### config.mk
export PLATFORM = sky130hd
export DESIGN_NAME = packet_capture_flat
export DESIGN_NICKNAME = d
export VERILOG_FILES = /design/src/pcap_replay_pkg.sv /design/src/packet_mem_if.sv /design/src/packet_capture.sv /design/src/flat_wrapper.sv
export SDC_FILE = /design/constraint.sdc
export NUM_CORES = 1
export LEC_CHECK = 0
export BUFFER_PORTS_ARGS = -buffer_cell sky130_fd_sc_hd__buf_2
export CAP_MARGIN = 20
export CORE_MARGIN = 3
export CORE_UTILIZATION = 43
export DETAILED_ROUTE_END_ITERATION = 7
export PLACE_DENSITY = 0.78
export RECOVER_POWER = 25
export SYNTH_ARGS = -nofsm -noshare
export SYNTH_HDL_FRONTEND = slang
export SYNTH_SLANG_ARGS = --single-unit
### constraint.sdc
create_clock -name axi_aclk -period 3.45 [get_ports axi_aclk]
set_input_delay 0.345 -clock axi_aclk [delete_from_list [all_inputs] [get_ports axi_aclk]]
set_output_delay 0.345 -clock axi_aclk [all_outputs]
set_load 0.05 [all_outputs]
### src/pcap_replay_pkg.sv
// Capture-and-replay engine constants shared by every block
`default_nettype none

package pcap_replay_pkg;

  // Stream widths
  localparam int DATA_W = 32;
  localparam int TUSER_W = 32;
  // One-hot destination field, one bit per queue
  localparam int DST_PORT_POS = 24;

  localparam int NUM_QUEUES = 4;
  localparam int QID_W = 2;

  // Each queue owns a fixed region of the word memory
  localparam int REGION_DEPTH = 64;
  localparam int REGION_W = 6;
  localparam int MEM_ADDR_W = 8;
  // Data plus last flag on top
  localparam int MEM_W = 33;

  localparam int OUT_DEPTH = 8;
  localparam int OUT_MARGIN = 2;

  // Controller states
  localparam logic [1:0] ST_CAPTURE = 2'd0;
  localparam logic [1:0] ST_REPLAY = 2'd1;
  localparam logic [1:0] ST_DRAIN = 2'd2;

endpackage

`default_nettype wire
### src/packet_mem_if.sv
// Packet memory bus with one write port and one read port
`default_nettype none

interface packet_mem_if;

  logic                                 wr_en;
  logic [pcap_replay_pkg::MEM_ADDR_W-1:0] wr_addr;
  logic [pcap_replay_pkg::MEM_W-1:0]      wr_data;

  logic                                 rd_en;
  logic [pcap_replay_pkg::MEM_ADDR_W-1:0] rd_addr;
  // Valid one cycle after rd_en
  logic [pcap_replay_pkg::MEM_W-1:0]      rd_data;
  logic                                 rd_valid;

  modport capture (
    output wr_en, wr_addr, wr_data
  );

  modport replay (
    output rd_en, rd_addr,
    input  rd_data, rd_valid
  );

  modport store (
    input  wr_en, wr_addr, wr_data, rd_en, rd_addr,
    output rd_data, rd_valid
  );

endinterface

`default_nettype wire

### src/packet_capture.sv
// Packet capture steering each ingress packet into its queue region of the store
`default_nettype none

module packet_capture (
  input  logic                                    axi_aclk,
  input  logic                                    rst,
  input  logic [pcap_replay_pkg::DATA_W-1:0]      s_axis_tdata,
  input  logic [pcap_replay_pkg::TUSER_W-1:0]     s_axis_tuser,
  input  logic                                    s_axis_tvalid,
  input  logic                                    s_axis_tlast,
  output logic                                    s_axis_tready,
  input  logic                                    capture_en,
  input  logic                                    clear,
  output logic [pcap_replay_pkg::NUM_QUEUES-1:0][pcap_replay_pkg::REGION_W:0] tails,
  output logic                                    in_packet,
  packet_mem_if.capture                           mem
);

  logic [pcap_replay_pkg::NUM_QUEUES-1:0] dst_ports;
  logic [pcap_replay_pkg::QID_W-1:0]      first_qid;
  logic [pcap_replay_pkg::QID_W-1:0]      held_qid;
  logic [pcap_replay_pkg::QID_W-1:0]      qid;
  logic                                   drop_rest;
  logic                                   accept;
  logic                                   discard;
  logic                                   store;
  logic                                   last_slot;

  assign s_axis_tready = capture_en;
  assign accept = s_axis_tvalid && capture_en;
  assign dst_ports = s_axis_tuser[pcap_replay_pkg::DST_PORT_POS +: pcap_replay_pkg::NUM_QUEUES];

  // Lowest set destination bit picks the queue
  always_comb begin
    first_qid = '0;
    for (int i = pcap_replay_pkg::NUM_QUEUES - 1; i >= 0; i--) begin
      if (dst_ports[i]) begin
        first_qid = i[pcap_replay_pkg::QID_W-1:0];
      end
    end
  end

  assign qid = in_packet ? held_qid : first_qid;
  assign discard = in_packet ? drop_rest : (dst_ports == '0);
  assign store = accept && !discard && (tails[qid] != pcap_replay_pkg::REGION_DEPTH);
  assign last_slot = (tails[qid] == pcap_replay_pkg::REGION_DEPTH - 1);

  always_ff @(posedge axi_aclk) begin
    if (rst) begin
      in_packet <= 1'b0;
      drop_rest <= 1'b0;
      tails     <= '0;
      mem.wr_en <= 1'b0;
    end else begin
      mem.wr_en <= store;
      if (accept) begin
        in_packet <= !s_axis_tlast;
        // Region full, rest of this packet goes nowhere
        drop_rest <= !store || last_slot;
      end
      if (clear) begin
        tails <= '0;
      end else if (store) begin
        tails[qid] <= tails[qid] + 1'b1;
      end
    end
  end

  // Beat lands in memory on the following edge
  always_ff @(posedge axi_aclk) begin
    if (accept && !in_packet) begin
      held_qid <= first_qid;
    end
    mem.wr_addr <= {qid, tails[qid][pcap_replay_pkg::REGION_W-1:0]};
    mem.wr_data <= {s_axis_tlast || last_slot, s_axis_tdata};
  end

  for (genvar q = 0; q < pcap_replay_pkg::NUM_QUEUES; q++) begin : g_tail_chk
    a_tail_bound: assert property (
      @(posedge axi_aclk) disable iff (rst)
      tails[q] <= pcap_replay_pkg::REGION_DEPTH
    );
  end

endmodule

`default_nettype wire

### src/flat_wrapper.sv
// flat-port wrapper written by rule: the top's interface ports become plain ports
module packet_capture_flat 
  (axi_aclk, rst, s_axis_tdata, s_axis_tuser, s_axis_tvalid, s_axis_tlast, s_axis_tready, capture_en, clear, tails, in_packet, mem_wr_en, mem_wr_addr, mem_wr_data);
  packet_mem_if mem_i ();
  input  logic axi_aclk;
  input  logic rst;
  input  logic [pcap_replay_pkg::DATA_W-1:0] s_axis_tdata;
  input  logic [pcap_replay_pkg::TUSER_W-1:0] s_axis_tuser;
  input  logic s_axis_tvalid;
  input  logic s_axis_tlast;
  output logic s_axis_tready;
  input  logic capture_en;
  input  logic clear;
  output logic [pcap_replay_pkg::NUM_QUEUES-1:0][pcap_replay_pkg::REGION_W:0] tails;
  output logic in_packet;
  output wire logic [$bits(mem_i.wr_en)-1:0] mem_wr_en;
  output wire logic [$bits(mem_i.wr_addr)-1:0] mem_wr_addr;
  output wire logic [$bits(mem_i.wr_data)-1:0] mem_wr_data;
  assign mem_wr_en = mem_i.wr_en;
  assign mem_wr_addr = mem_i.wr_addr;
  assign mem_wr_data = mem_i.wr_data;
  packet_capture u_core (.axi_aclk(axi_aclk), .rst(rst), .s_axis_tdata(s_axis_tdata), .s_axis_tuser(s_axis_tuser), .s_axis_tvalid(s_axis_tvalid), .s_axis_tlast(s_axis_tlast), .s_axis_tready(s_axis_tready), .capture_en(capture_en), .clear(clear), .tails(tails), .in_packet(in_packet), .mem(mem_i));
endmodule
# == Word level (Yosys, flattened, before mapping) ==
# Index checks and enable logic that the tools add are counted.
# totals
wordCells,39
inputBits,70
output_inout_bits,72
regBits,74
# classes
n_addsub,1
eq_ne,2
muxes,11
order_cmp,2
n_reduce_logical,13
# op_table
cell,n
28-bit bitwise mux,1
7-bit binary-select mux with 2-bit select,1
7-bit demux with 2-bit select,1
7-bit 2-to-1 mux,2
2-bit 2-to-1 mux,5
7-bit by 1-bit adder with 7-bit output (second input constant),1
7-bit by 6-bit equality test with 1-bit output (second input constant),1
7-bit != test (second input constant),1
1-bit logical AND,5
1-bit logical NOT,4
4-bit logical NOT,1
2-bit by 3-bit < comparator with 1-bit output (second input constant),1
2-bit by 1-bit greater-or-equal comparator with 1-bit output (second input constant),1
1-bit logical OR,2
2-bit OR reduction,1
1-bit 2-to-1 mux,1

# == Logic depth before layout (Yosys ltp) ==
# Gate-level depths: netlist of run 1.
# depth
word_depth,11
depth_mapped,16
mapped_depth_nobuf,13

# == Worst setup path before layout of run 1 ==
# Ideal clock, no wire load.
# synth_timing
kind,reg2reg
startpoint,register u_core.in_packet
endpoint,register u_core.tails[6] (netlist name)
period_less_slack_ns,3.184
path_stages_with_launch,16
required_ns,3.322
t_arrival_ns,3.057
setup_time_ns,0.128
n_path_buf,3
setup_slack_ns,0.266
path_cell_list,dfxtp_1 > buf_2 > o41a_1 > buf_2 > inv_2 > buf_6 > mux2i_1 > a22oi_1 > inv_1 > ha_1 > inv_1 > a221oi_1 > nor4b_4 > nor2_2 > mux2i_1 > nor2_1
# synth_via
elab_chain_len,6
elab_cells_between_ends,15
classes_between,add/sub (1); order compare (2); eq/ne (1); mux (7); reduce/logical (4)
# synth_lines
item,line,text
start: declaration,packet_capture.sv:15,"output logic in_packet,"
start signal: assignment,packet_capture.sv:57,in_packet <= !s_axis_tlast;
2-bit 2-to-1 mux *,packet_capture.sv:43,assign qid = in_packet ? held_qid : first_qid;
"named net u_core.qid, one bit",packet_capture.sv:22,logic [pcap_replay_pkg::QID_W-1:0] qid;
"parallel branches: the longest is 5 deep, another holds 7-bit by 1-bit adder with 7-bit output",--,
end signal: indexed assignment,packet_capture.sv:64,tails[qid] <= tails[qid] + 1'b1;
end: declaration,packet_capture.sv:14,"output logic [pcap_replay_pkg::NUM_QUEUES-1:0][pcap_replay_pkg::REGION_W:0] tails,"
# Mark *: on every way through the listed nets, which the timed path passes. The select of a mux whose other input is x is not followed.
# A chain may end at the register's enable or synchronous reset.

# == Worst setup path in the final report of run 1 ==
# layout_timing
startpoint,register u_core.in_packet
endpoint,register u_core.tails[16] (netlist name)
# Same word-level chain as after synthesis.

==> metrics.cfg, run 1 <==
[worst_setup_path]
worstReg2RegStart=u_core.in_packet$_SDFFE_PP0P_
cp_max_fo=10
rrSetupSlack_ns=0.37
worst_r2r_endpoint=u_core.tails[16]$_SDFFE_PP0P_
arrival_ns=3.29
crit_type=reg -> reg
critical_path.startpoint_type=flop
required_ns=3.66
crit_path_end_kind=flop
reg2regPathDepth=10

[routing]
detail_route.iter0.violations=98
drt_first_pass_iters=4
drtAntennaViolNets=0
vias=2153
viasPerCell=5.00
drt-total-wl_mm=6.24
wl_per_cell_microns=14.5
drc=0

[job]
drv_cap=0

[place]
dp.cells=415
gp_congestion=0.832
numPortBuffers=113
placed_area_sq_um=3150
dp_hpwl_mm=4.69

[global_routing]
met3_usage_pct=6.94
grt_max_degree=29
gr-total-overflow=0
gr-usage-met1_pct=21.7
grt_usage_pct=19.3
first_global_vias=2129
grt.busiest_layer=met2
grt_first_pass_wirelength_mm=9.72
use_met2_pct=32.2
antenna_found_initial=0

[cts]
clk_pin_slew_ns=0.07
clk-insertion-delay-late_ns=0.34
cts_tree=done
max-clock-path-buffers=2
clock-sinks=74
htreeDepth=3
cts-root-buf=clkbuf_8
numCtsBuffers=9

[final_layout]
fin_cells=431
syn2layout_area_growth_pct=35.8
finalCoreUtilization_pct=60.9
stdcell_area_sq_um=3400
antenna_cells=0
drive_gt1_share_pct=40.1
fillers=494
nets=427
multiInputGateArea_sq_um=940
ff_latch_area_sq_um=1500

[timing]
max_slew_margin_pct=63.9
hold_viol=0
slew_viol_final=0
rsz0062_at_grt=false
tightest_slew_ns=0.541
min_period_ns=3.08
clock_skew_ns=0.00985
finalSetupTns_ns=0
min_period_over_period_pct=89.3
max_freq_mhz=325
finalSetupViolations=0
whs_ns=0.104

[synthesis]
ys_ff_latch=74
synthArstFlopShare_pct=0
syn_area_sq_um=2500
synth_nets=305
synth_top_area_share_pct=57.6
synth-edff-count=2
synth_most_common_cell=dfxtp_1
yosysTopAreaCell=dfxtp_1
yosysSeqAreaShare_pct=60.0
synth.top_cells.by_count=dfxtp_1, nor2_1, mux2i_1, nand2_1, a211oi_1
synthDistinctLibCells=39
yosysWarnings=0
synth_flop_cell=dfxtp_1
synth_cells=233
synth_area_leaders=dfxtp_1, mux2i_1, nor2_1
syn_avg_cell_area_sq_um=10.7

[die]
io_pins=142
dieArea_sq_um=6770
die-height_microns=82.3
die_w_microns=82.3
start_util_pct=44.9
core-area_sq_um=5570
rows=27

[worst_hold_path]
min_from=s_axis_tdata[24]
hold-path-cell-count=1
min_to=u_core.mem.wr_data[24]$_DFF_P_
holdCritPathClass=in -> reg

[power]
power_density_nw_per_um2=558
ir_worst_vdd_v=0.000406
power_leakage_nw=1.52

[outcome]
status=complete, no violations

==> state kept, by name, indices dropped and copies added (netlist names) <==
signal,count
u_core.drop_rest,1
u_core.held_qid,2
u_core.in_packet,1
u_core.mem.wr_addr,8
u_core.mem.wr_data,33
u_core.mem.wr_en,1
u_core.tails,28
==> worst max path at each step <==
| stage | endpoint | slack, ns | start | depth (start not counted) |
|---|---|---|---|---|
| finish | u_core.tails[16]$_SDFFE_PP0P_ | 0.37 | u_core.in_packet$_SDFFE_PP0P_ | 10 |
| global route | u_core.tails[6]$_SDFFE_PP0P_ | 0.08 | u_core.in_packet$_SDFFE_PP0P_ | 11 |
| CTS | u_core.tails[16]$_SDFFE_PP0P_ | 0.27 | u_core.in_packet$_SDFFE_PP0P_ | 9 |
| detailed placement | u_core.tails[16]$_SDFFE_PP0P_ | 0.29 | u_core.in_packet$_SDFFE_PP0P_ | 9 |
| global placement | u_core.tails[3]$_SDFFE_PP0P_ | 0.34 | u_core.in_packet$_SDFFE_PP0P_ | 9 |
| floorplan | u_core.tails[6]$_SDFFE_PP0P_ | 0.27 | u_core.in_packet$_SDFFE_PP0P_ | 15 |
==> cell usage in the layout, fill, tap and decap left out, types with 3 or more instances in the layout <==
master     synthesis  routed
xnor2_1            4       3
inv_1              8       8
nand2_1           16      16
o21ai_0            5       5
a211oi_1          13      13
buf_2              3     113
nor2_1            34      34
nor2_4             0       3
a21oi_1           11      11
dfxtp_1           72      72
mux2i_1           23      23
a2111oi_0          4       4
buf_4              1       6
clkbuf_8           0      10
==> where the power goes <==
| group | internal [W] | switching (W) | total [W] |
|---|---|---|---|
| registers | 0.000890 | 0.0000100 | 0.000900 |
| clock network | 0.000425 | 0.000303 | 0.000727 |
| logic | 0.0000736 | 0.000196 | 0.000270 |
| total | 0.00139 | 0.000509 | 0.00190 |
==> worst max-delay path: stages (launching register included) <==
cell,delay (ns)
dfxtp_1,0.50
nor2b_1,0.33
a211o_1,0.34
clkinv_1,0.33
mux2i_1,0.22
mux2i_1,0.31
nor4b_4,0.08
buf_4,0.21
nor2_4,0.32
mux2i_1,0.25
nor2_1,0.05
==> cell type report <==
cell class	count	share of cell area, %
sequential	74	44.2
multi-input combinational	141	27.7
timing repair buffer	119	18.0
clock buffer	11	4.16
tap	72	2.65
clock inverter	4	2.25
inverter	10	1.10
==> kinds of logic after synthesis <==
| group | Yosys count | share of synthesized area [%] |
|---|---|---|
| xor+xnor | 5 | 1.75 |
| simple gates | 68 | 12.7 |
| fa+ha+maj | 2 | 1.00 |
| buf+inv | 18 | 3.30 |
| compound gates | 42 | 11.6 |
| mux | 24 | 9.65 |
| flops | 74 | 60.0 |
==> routing by layer <==
metal  wire length (microns)  vias up  share of wire [%]
met5                       0        -                  0
met4                      77        0                1.2
met3                     587        8                9.4
met2                    3100      103                 50
met1                    2480      989                 40
li1                        -     1053                  -
==> through the flow <==
stage                     setup slack [ns]  total power, W
after global placement               0.343         0.00118
after CTS                            0.270         0.00190
final                                0.371         0.00190
after floorplan                      0.266         0.00111
after global routing                0.0790         0.00197
after detailed placement             0.289         0.00119
==> repair_timing <==
item / 4_1_cts / 5_1_grt
hold buffers: 0 / 0
setup endpoints to repair: 0 / 21
hold endpoints to repair: 0 / 0
gates resized for setup: 0 / 4
setup buffers: 0 / 1
Note: power is estimated with default switching activity, not from simulation.
==> inputs of run 2 (changes only) <==
Clock period 3.45 ns to 3.35 ns, I/O delays scaled along.
==> run 2 against run 1 <==
Compared with the run above: non-clock buffer count increased by 10; largest cell class unchanged; highest routed layer unchanged; sequential share of layout area down 0.85 points; global-route usage decreased by 0.097 points.
==> metrics.cfg, run 2 (synthesis gave the netlist of run 1 again) <==
[outcome]
status=complete, no violations

[cts]
clk_pin_slew_ns=0.07
cts_hold_buf=0
clock-sinks=74
cts_tree=done
clk-insertion-delay-late_ns=0.35
numCtsBuffers=9
htreeDepth=3
max-clock-path-buffers=2
cts-root-buf=clkbuf_8

[power]
power_leakage_nw=1.59
ir_worst_vdd_v=0.000400
switchingPower_w=0.000528
p_clk_share_pct=38.2
combinationalPowerShare_pct=14.5
p_int_w=0.00143
p_seq_share_pct=47.3
power_density_nw_per_um2=565
swShare_pct=27.0

[place]
post-place-ws_ns=0.190
gp_congestion=0.828
numPortBuffers=113
dp_hpwl_mm=4.63

[final_layout]
final_cell_mix=buf_2, dfxtp_1, nor2_1, mux2i_1
drive_gt1_share_pct=41.9
antenna_cells=0
largest-register=u_core.mem.wr_data
largest_reg_flops=33
ff_latch_area_sq_um=1500
nets=437
final_common_cell=buf_2
syn2layout_area_growth_pct=38.5
multiInputGateArea_sq_um=925
reg_top3=u_core.mem.wr_data (33), u_core.tails (28), u_core.mem.wr_addr (8)
fillers=474

[timing]
clock_skew_ns=0.00977
finalSetupViolations=0
max_freq_mhz=327
finalSetupTns_ns=0
rsz0062_at_grt=false
min_period_ns=3.06
min_period_over_period_pct=91.2
fin_ws_ns=0.294
slew_viol_final=0
tightest_slew_ns=0.551
max_slew_margin_pct=63.3
hold_viol=0

[global_routing]
grt_first_pass_wirelength_mm=9.65
grt_max_degree=29
first_global_vias=2178
gr-total-overflow=0
grt_usage_pct=19.2
antenna_found_initial=0

[job]
drv_cap=0

[worst_hold_path]
holdCritPathClass=in -> reg
min_from=s_axis_tdata[24]

[routing]
drtAntennaViolNets=0
detail_route.iter0.violations=90
drc=0
drt_first_pass_iters=4
drt-total-wl_mm=6.13
vias=2172
wl_per_cell_microns=13.9
viasPerCell=4.91

[die]
die_w_microns=82.3
rows=27
dieArea_sq_um=6770
die-height_microns=82.3
start_util_pct=44.9
core-area_sq_um=5570
io_pins=142

[worst_setup_path]
worstReg2RegStart=u_core.in_packet$_SDFFE_PP0P_
required_ns=3.57
arrival_ns=3.27
cp_max_fo=10
rrSetupSlack_ns=0.29
critPathLaunch=u_core.in_packet$_SDFFE_PP0P_
critical_path.startpoint_type=flop
crit_path_end_kind=flop
crit_type=reg -> reg

-- run 2: cell count changes in the layout (fill, tap and decap cells not counted), sizes merged --
cell / change
buf: +10
clkinvlp: -1
clkinv: +1
clkbuf: +2
bufinv: -1
-- run 2: metrics by stage --
stage	utilization (%)	cells	hold WS, ns	power [W]	cell area (sq um)
2_1_floorplan	-	233	0.363	0.00114	2500
3_3_place_gp	57.7	424	0.437	0.00122	3220
3_5_place_dp	57.7	424	0.439	0.00123	3220
4_1_cts	61.7	440	0.0785	0.00197	3440
5_1_grt	62.1	442	0.0725	0.00203	3460
6_report	62.1	442	0.0868	0.00196	3460
-- run 2: cell type report --
class	instances	share of cell area, %
repair buffers	129	19.8
multi-input cells	141	26.7
inverters	10	1.08
clock buffers	13	5.20
flip-flops and latches	74	43.4
well taps	72	2.60
clock inverters	3	1.26
-- run 2: timing repair --
item / 4_1_cts / 5_1_grt
buffers inserted: 0 / 2
gates resized for setup: 0 / 1
endpoints found under the setup margin: 0 / 23
-- run 2: worst max-delay path: stages (launching register included) --
cell and delay, ns:
dfxtp_1 0.49, nor2b_1 0.33, a211o_1 0.32, clkinv_1 0.34, mux2i_1 0.31, mux2i_1 0.18, nor4b_4 0.31, buf_4 0.22
nor2_2 0.06, buf_4 0.16, mux2i_1 0.16, nor2_1 0.05
-- run 2: power groups by stage --
stage	Clock [W]	Sequential, W	Combinational [W]
5_1_grt	0.000801	0.000929	0.000301
4_1_cts	0.000760	0.000927	0.000280
2_1_floorplan	0	0.00106	0.0000830
3_3_place_gp	0	0.000946	0.000276
6_report	0.000747	0.000926	0.000283
3_5_place_dp	0	0.000947	0.000280
-- run 2: final timing paths --
check                                         to  cells after the start
setup / recovery   u_core.tails[15]$_SDFFE_PP0P_                     11
hold reg to reg    u_core.tails[25]$_SDFFE_PP0P_                      2
hold / removal    u_core.mem.wr_data[24]$_DFF_P_                      1
setup reg to reg   u_core.tails[15]$_SDFFE_PP0P_                     11
-- run 2: per-layer routing --
layer	vias to the layer above	global-route usage, %	wire length [microns]
met5	-	0	0
met4	0	11.0	93
met3	8	7.81	681
met2	109	31.9	2950
met1	985	20.6	2400
li1	1070	-	-
==> inputs of run 3 (changes only) <==
Settings changed: PLACE_DENSITY 0.78 to 0.81.
==> run 3 against run 2 <==
Compared with the run above: sequential cell count did not move; largest power group unchanged; worst hold slack better by 0.013 ns; count of clock-buffer cells in the layout decreased by 1; sequential share of layout area increased by 0.30 points; fmax is 0.29% lower; register-to-register slack about the same; clock skew down 0.0018 ns.
==> metrics.cfg, run 3 (synthesis gave the netlist of run 1 again) <==
[outcome]
status=complete, no violations

[worst_hold_path]
hold-path-cell-count=1
holdCritPathClass=in -> reg
min_to=u_core.mem.wr_data[3]$_DFF_P_
min_from=s_axis_tdata[3]

[die]
core-area_sq_um=5570
die-height_microns=82.3
die_w_microns=82.3
rows=27
start_util_pct=44.9
io_pins=142
dieArea_sq_um=6770

[final_layout]
syn2layout_area_growth_pct=37.5
drive_gt1_share_pct=40.9
largest-register=u_core.mem.wr_data
reg_top3=u_core.mem.wr_data (33), u_core.tails (28), u_core.mem.wr_addr (8)
antenna_cells=0
fillers=449
largest_reg_flops=33
final_common_cell=buf_2
ff_latch_area_sq_um=1500
final_cell_mix=buf_2, dfxtp_1, nor2_1, mux2i_1, nand2_1
nets=431
multiInputGateArea_sq_um=926

[worst_setup_path]
arrival_ns=3.26
worstReg2RegStart=u_core.in_packet$_SDFFE_PP0P_
reg2regPathDepth=13
critical_path.startpoint_type=flop
cp_max_fo=13
crit_type=reg -> reg
rrSetupSlack_ns=0.29
required_ns=3.55
crit_path_end_kind=flop
worst_r2r_endpoint=u_core.tails[11]$_SDFFE_PP0P_

[timing]
rsz0062_at_grt=false
clock_skew_ns=0.00801
max_slew_margin_pct=63.1
slew_viol_final=0
fin_ws_ns=0.285
min_period_over_period_pct=91.5
tightest_slew_ns=0.554
finalSetupTns_ns=0
min_period_ns=3.06
finalSetupViolations=0
max_freq_mhz=326
hold_viol=0

[power]
power_density_nw_per_um2=590
ir_worst_vdd_v=0.000377
power_leakage_nw=1.56

[global_routing]
gr-usage-met1_pct=20.6
use_met2_pct=31.2
grt.busiest_layer=met2
grt_usage_pct=18.5
first_global_vias=2091
met3_usage_pct=7.38
gr-total-overflow=0
grt_first_pass_wirelength_mm=9.40
antenna_found_initial=0
grt_max_degree=29

[routing]
viasPerCell=4.86
wl_per_cell_microns=13.9
detail_route.iter0.violations=109
drc=0
drt-total-wl_mm=6.07
vias=2119
drtAntennaViolNets=0
drt_first_pass_iters=4

[place]
post-place-ws_ns=0.219
dp_hpwl_mm=4.58
gp_congestion=0.796
numPortBuffers=113

[cts]
htreeDepth=3
max-clock-path-buffers=2
cts_hold_buf=0
clk_pin_slew_ns=0.07
cts-root-buf=clkbuf_8
numCtsBuffers=9
cts_tree=done
clk-insertion-delay-late_ns=0.33
clock-sinks=74

[job]
drv_cap=0

==> run 3: cell type report <==
cell class                 instances  area share [%]
tap                               72            2.62
sequential                        74            43.7
timing repair buffer             123            18.6
clock inverter                     4            2.87
clock buffer                      12            4.22
multi-input combinational        141            26.9
inverter                          10            1.09
==> run 3: worst max path at each step <==
| stage | start | end | depth (start not counted) |
|---|---|---|---|
| 6_report | u_core.in_packet$_SDFFE_PP0P_ | u_core.tails[11]$_SDFFE_PP0P_ | 13 |
| 5_1_grt | u_core.in_packet$_SDFFE_PP0P_ | u_core.tails[27]$_SDFFE_PP0P_ | 12 |
| 4_1_cts | u_core.in_packet$_SDFFE_PP0P_ | u_core.tails[27]$_SDFFE_PP0P_ | 11 |
| 3_5_place_dp | u_core.in_packet$_SDFFE_PP0P_ | u_core.tails[27]$_SDFFE_PP0P_ | 11 |
| 3_3_place_gp | s_axis_tuser[25] | u_core.tails[3]$_SDFFE_PP0P_ | 14 |
| 2_1_floorplan | u_core.in_packet$_SDFFE_PP0P_ | u_core.tails[6]$_SDFFE_PP0P_ | 15 |
==> run 3: per-layer routing <==
metal,wire (microns),part of all wire [%],vias to the layer above
li1,-,-,1056
met1,2490,41,957
met2,2880,47,100
met3,633,10,6
met4,63,1.0,0
met5,0,0,-
==> run 3: repair_timing <==
item                                    4_1_cts  5_1_grt
setup buffers                                 0        0
gates resized for setup                       0        2
endpoints found under the setup margin        0       11
==> run 3: metrics by stage <==
stage          power [W]  std cells  area (sq um)  hold WS [ns]  utilization [%]
6_report         0.00203        436          3440        0.0998             61.7
5_1_grt          0.00210        436          3440        0.0750             61.7
4_1_cts          0.00204        436          3430        0.0809             61.5
3_5_place_dp     0.00122        420          3190         0.439             57.2
3_3_place_gp     0.00122        420          3190         0.437             57.2
2_1_floorplan    0.00114        233          2500         0.363                -
==> run 3: power by group <==
group	leakage (nW)	total [W]	switching [W]	internal, W
Clock	0.121	0.000825	0.000307	0.000517
Combinational	0.825	0.000278	0.000200	0.0000779
Sequential	0.614	0.000927	0.00000987	0.000917
==> run 3: critical path, cell delays in order (launching register included) <==
cell      delay, ns
dfxtp_1        0.40
o41a_1         0.48
inv_2          0.25
mux2i_1        0.23
mux2_2         0.20
ha_1           0.15
inv_1          0.05
a221oi_1       0.25
nor4b_4        0.27
buf_4          0.21
nor2_2         0.08
buf_4          0.17
mux2i_1        0.15
nor2_1         0.05
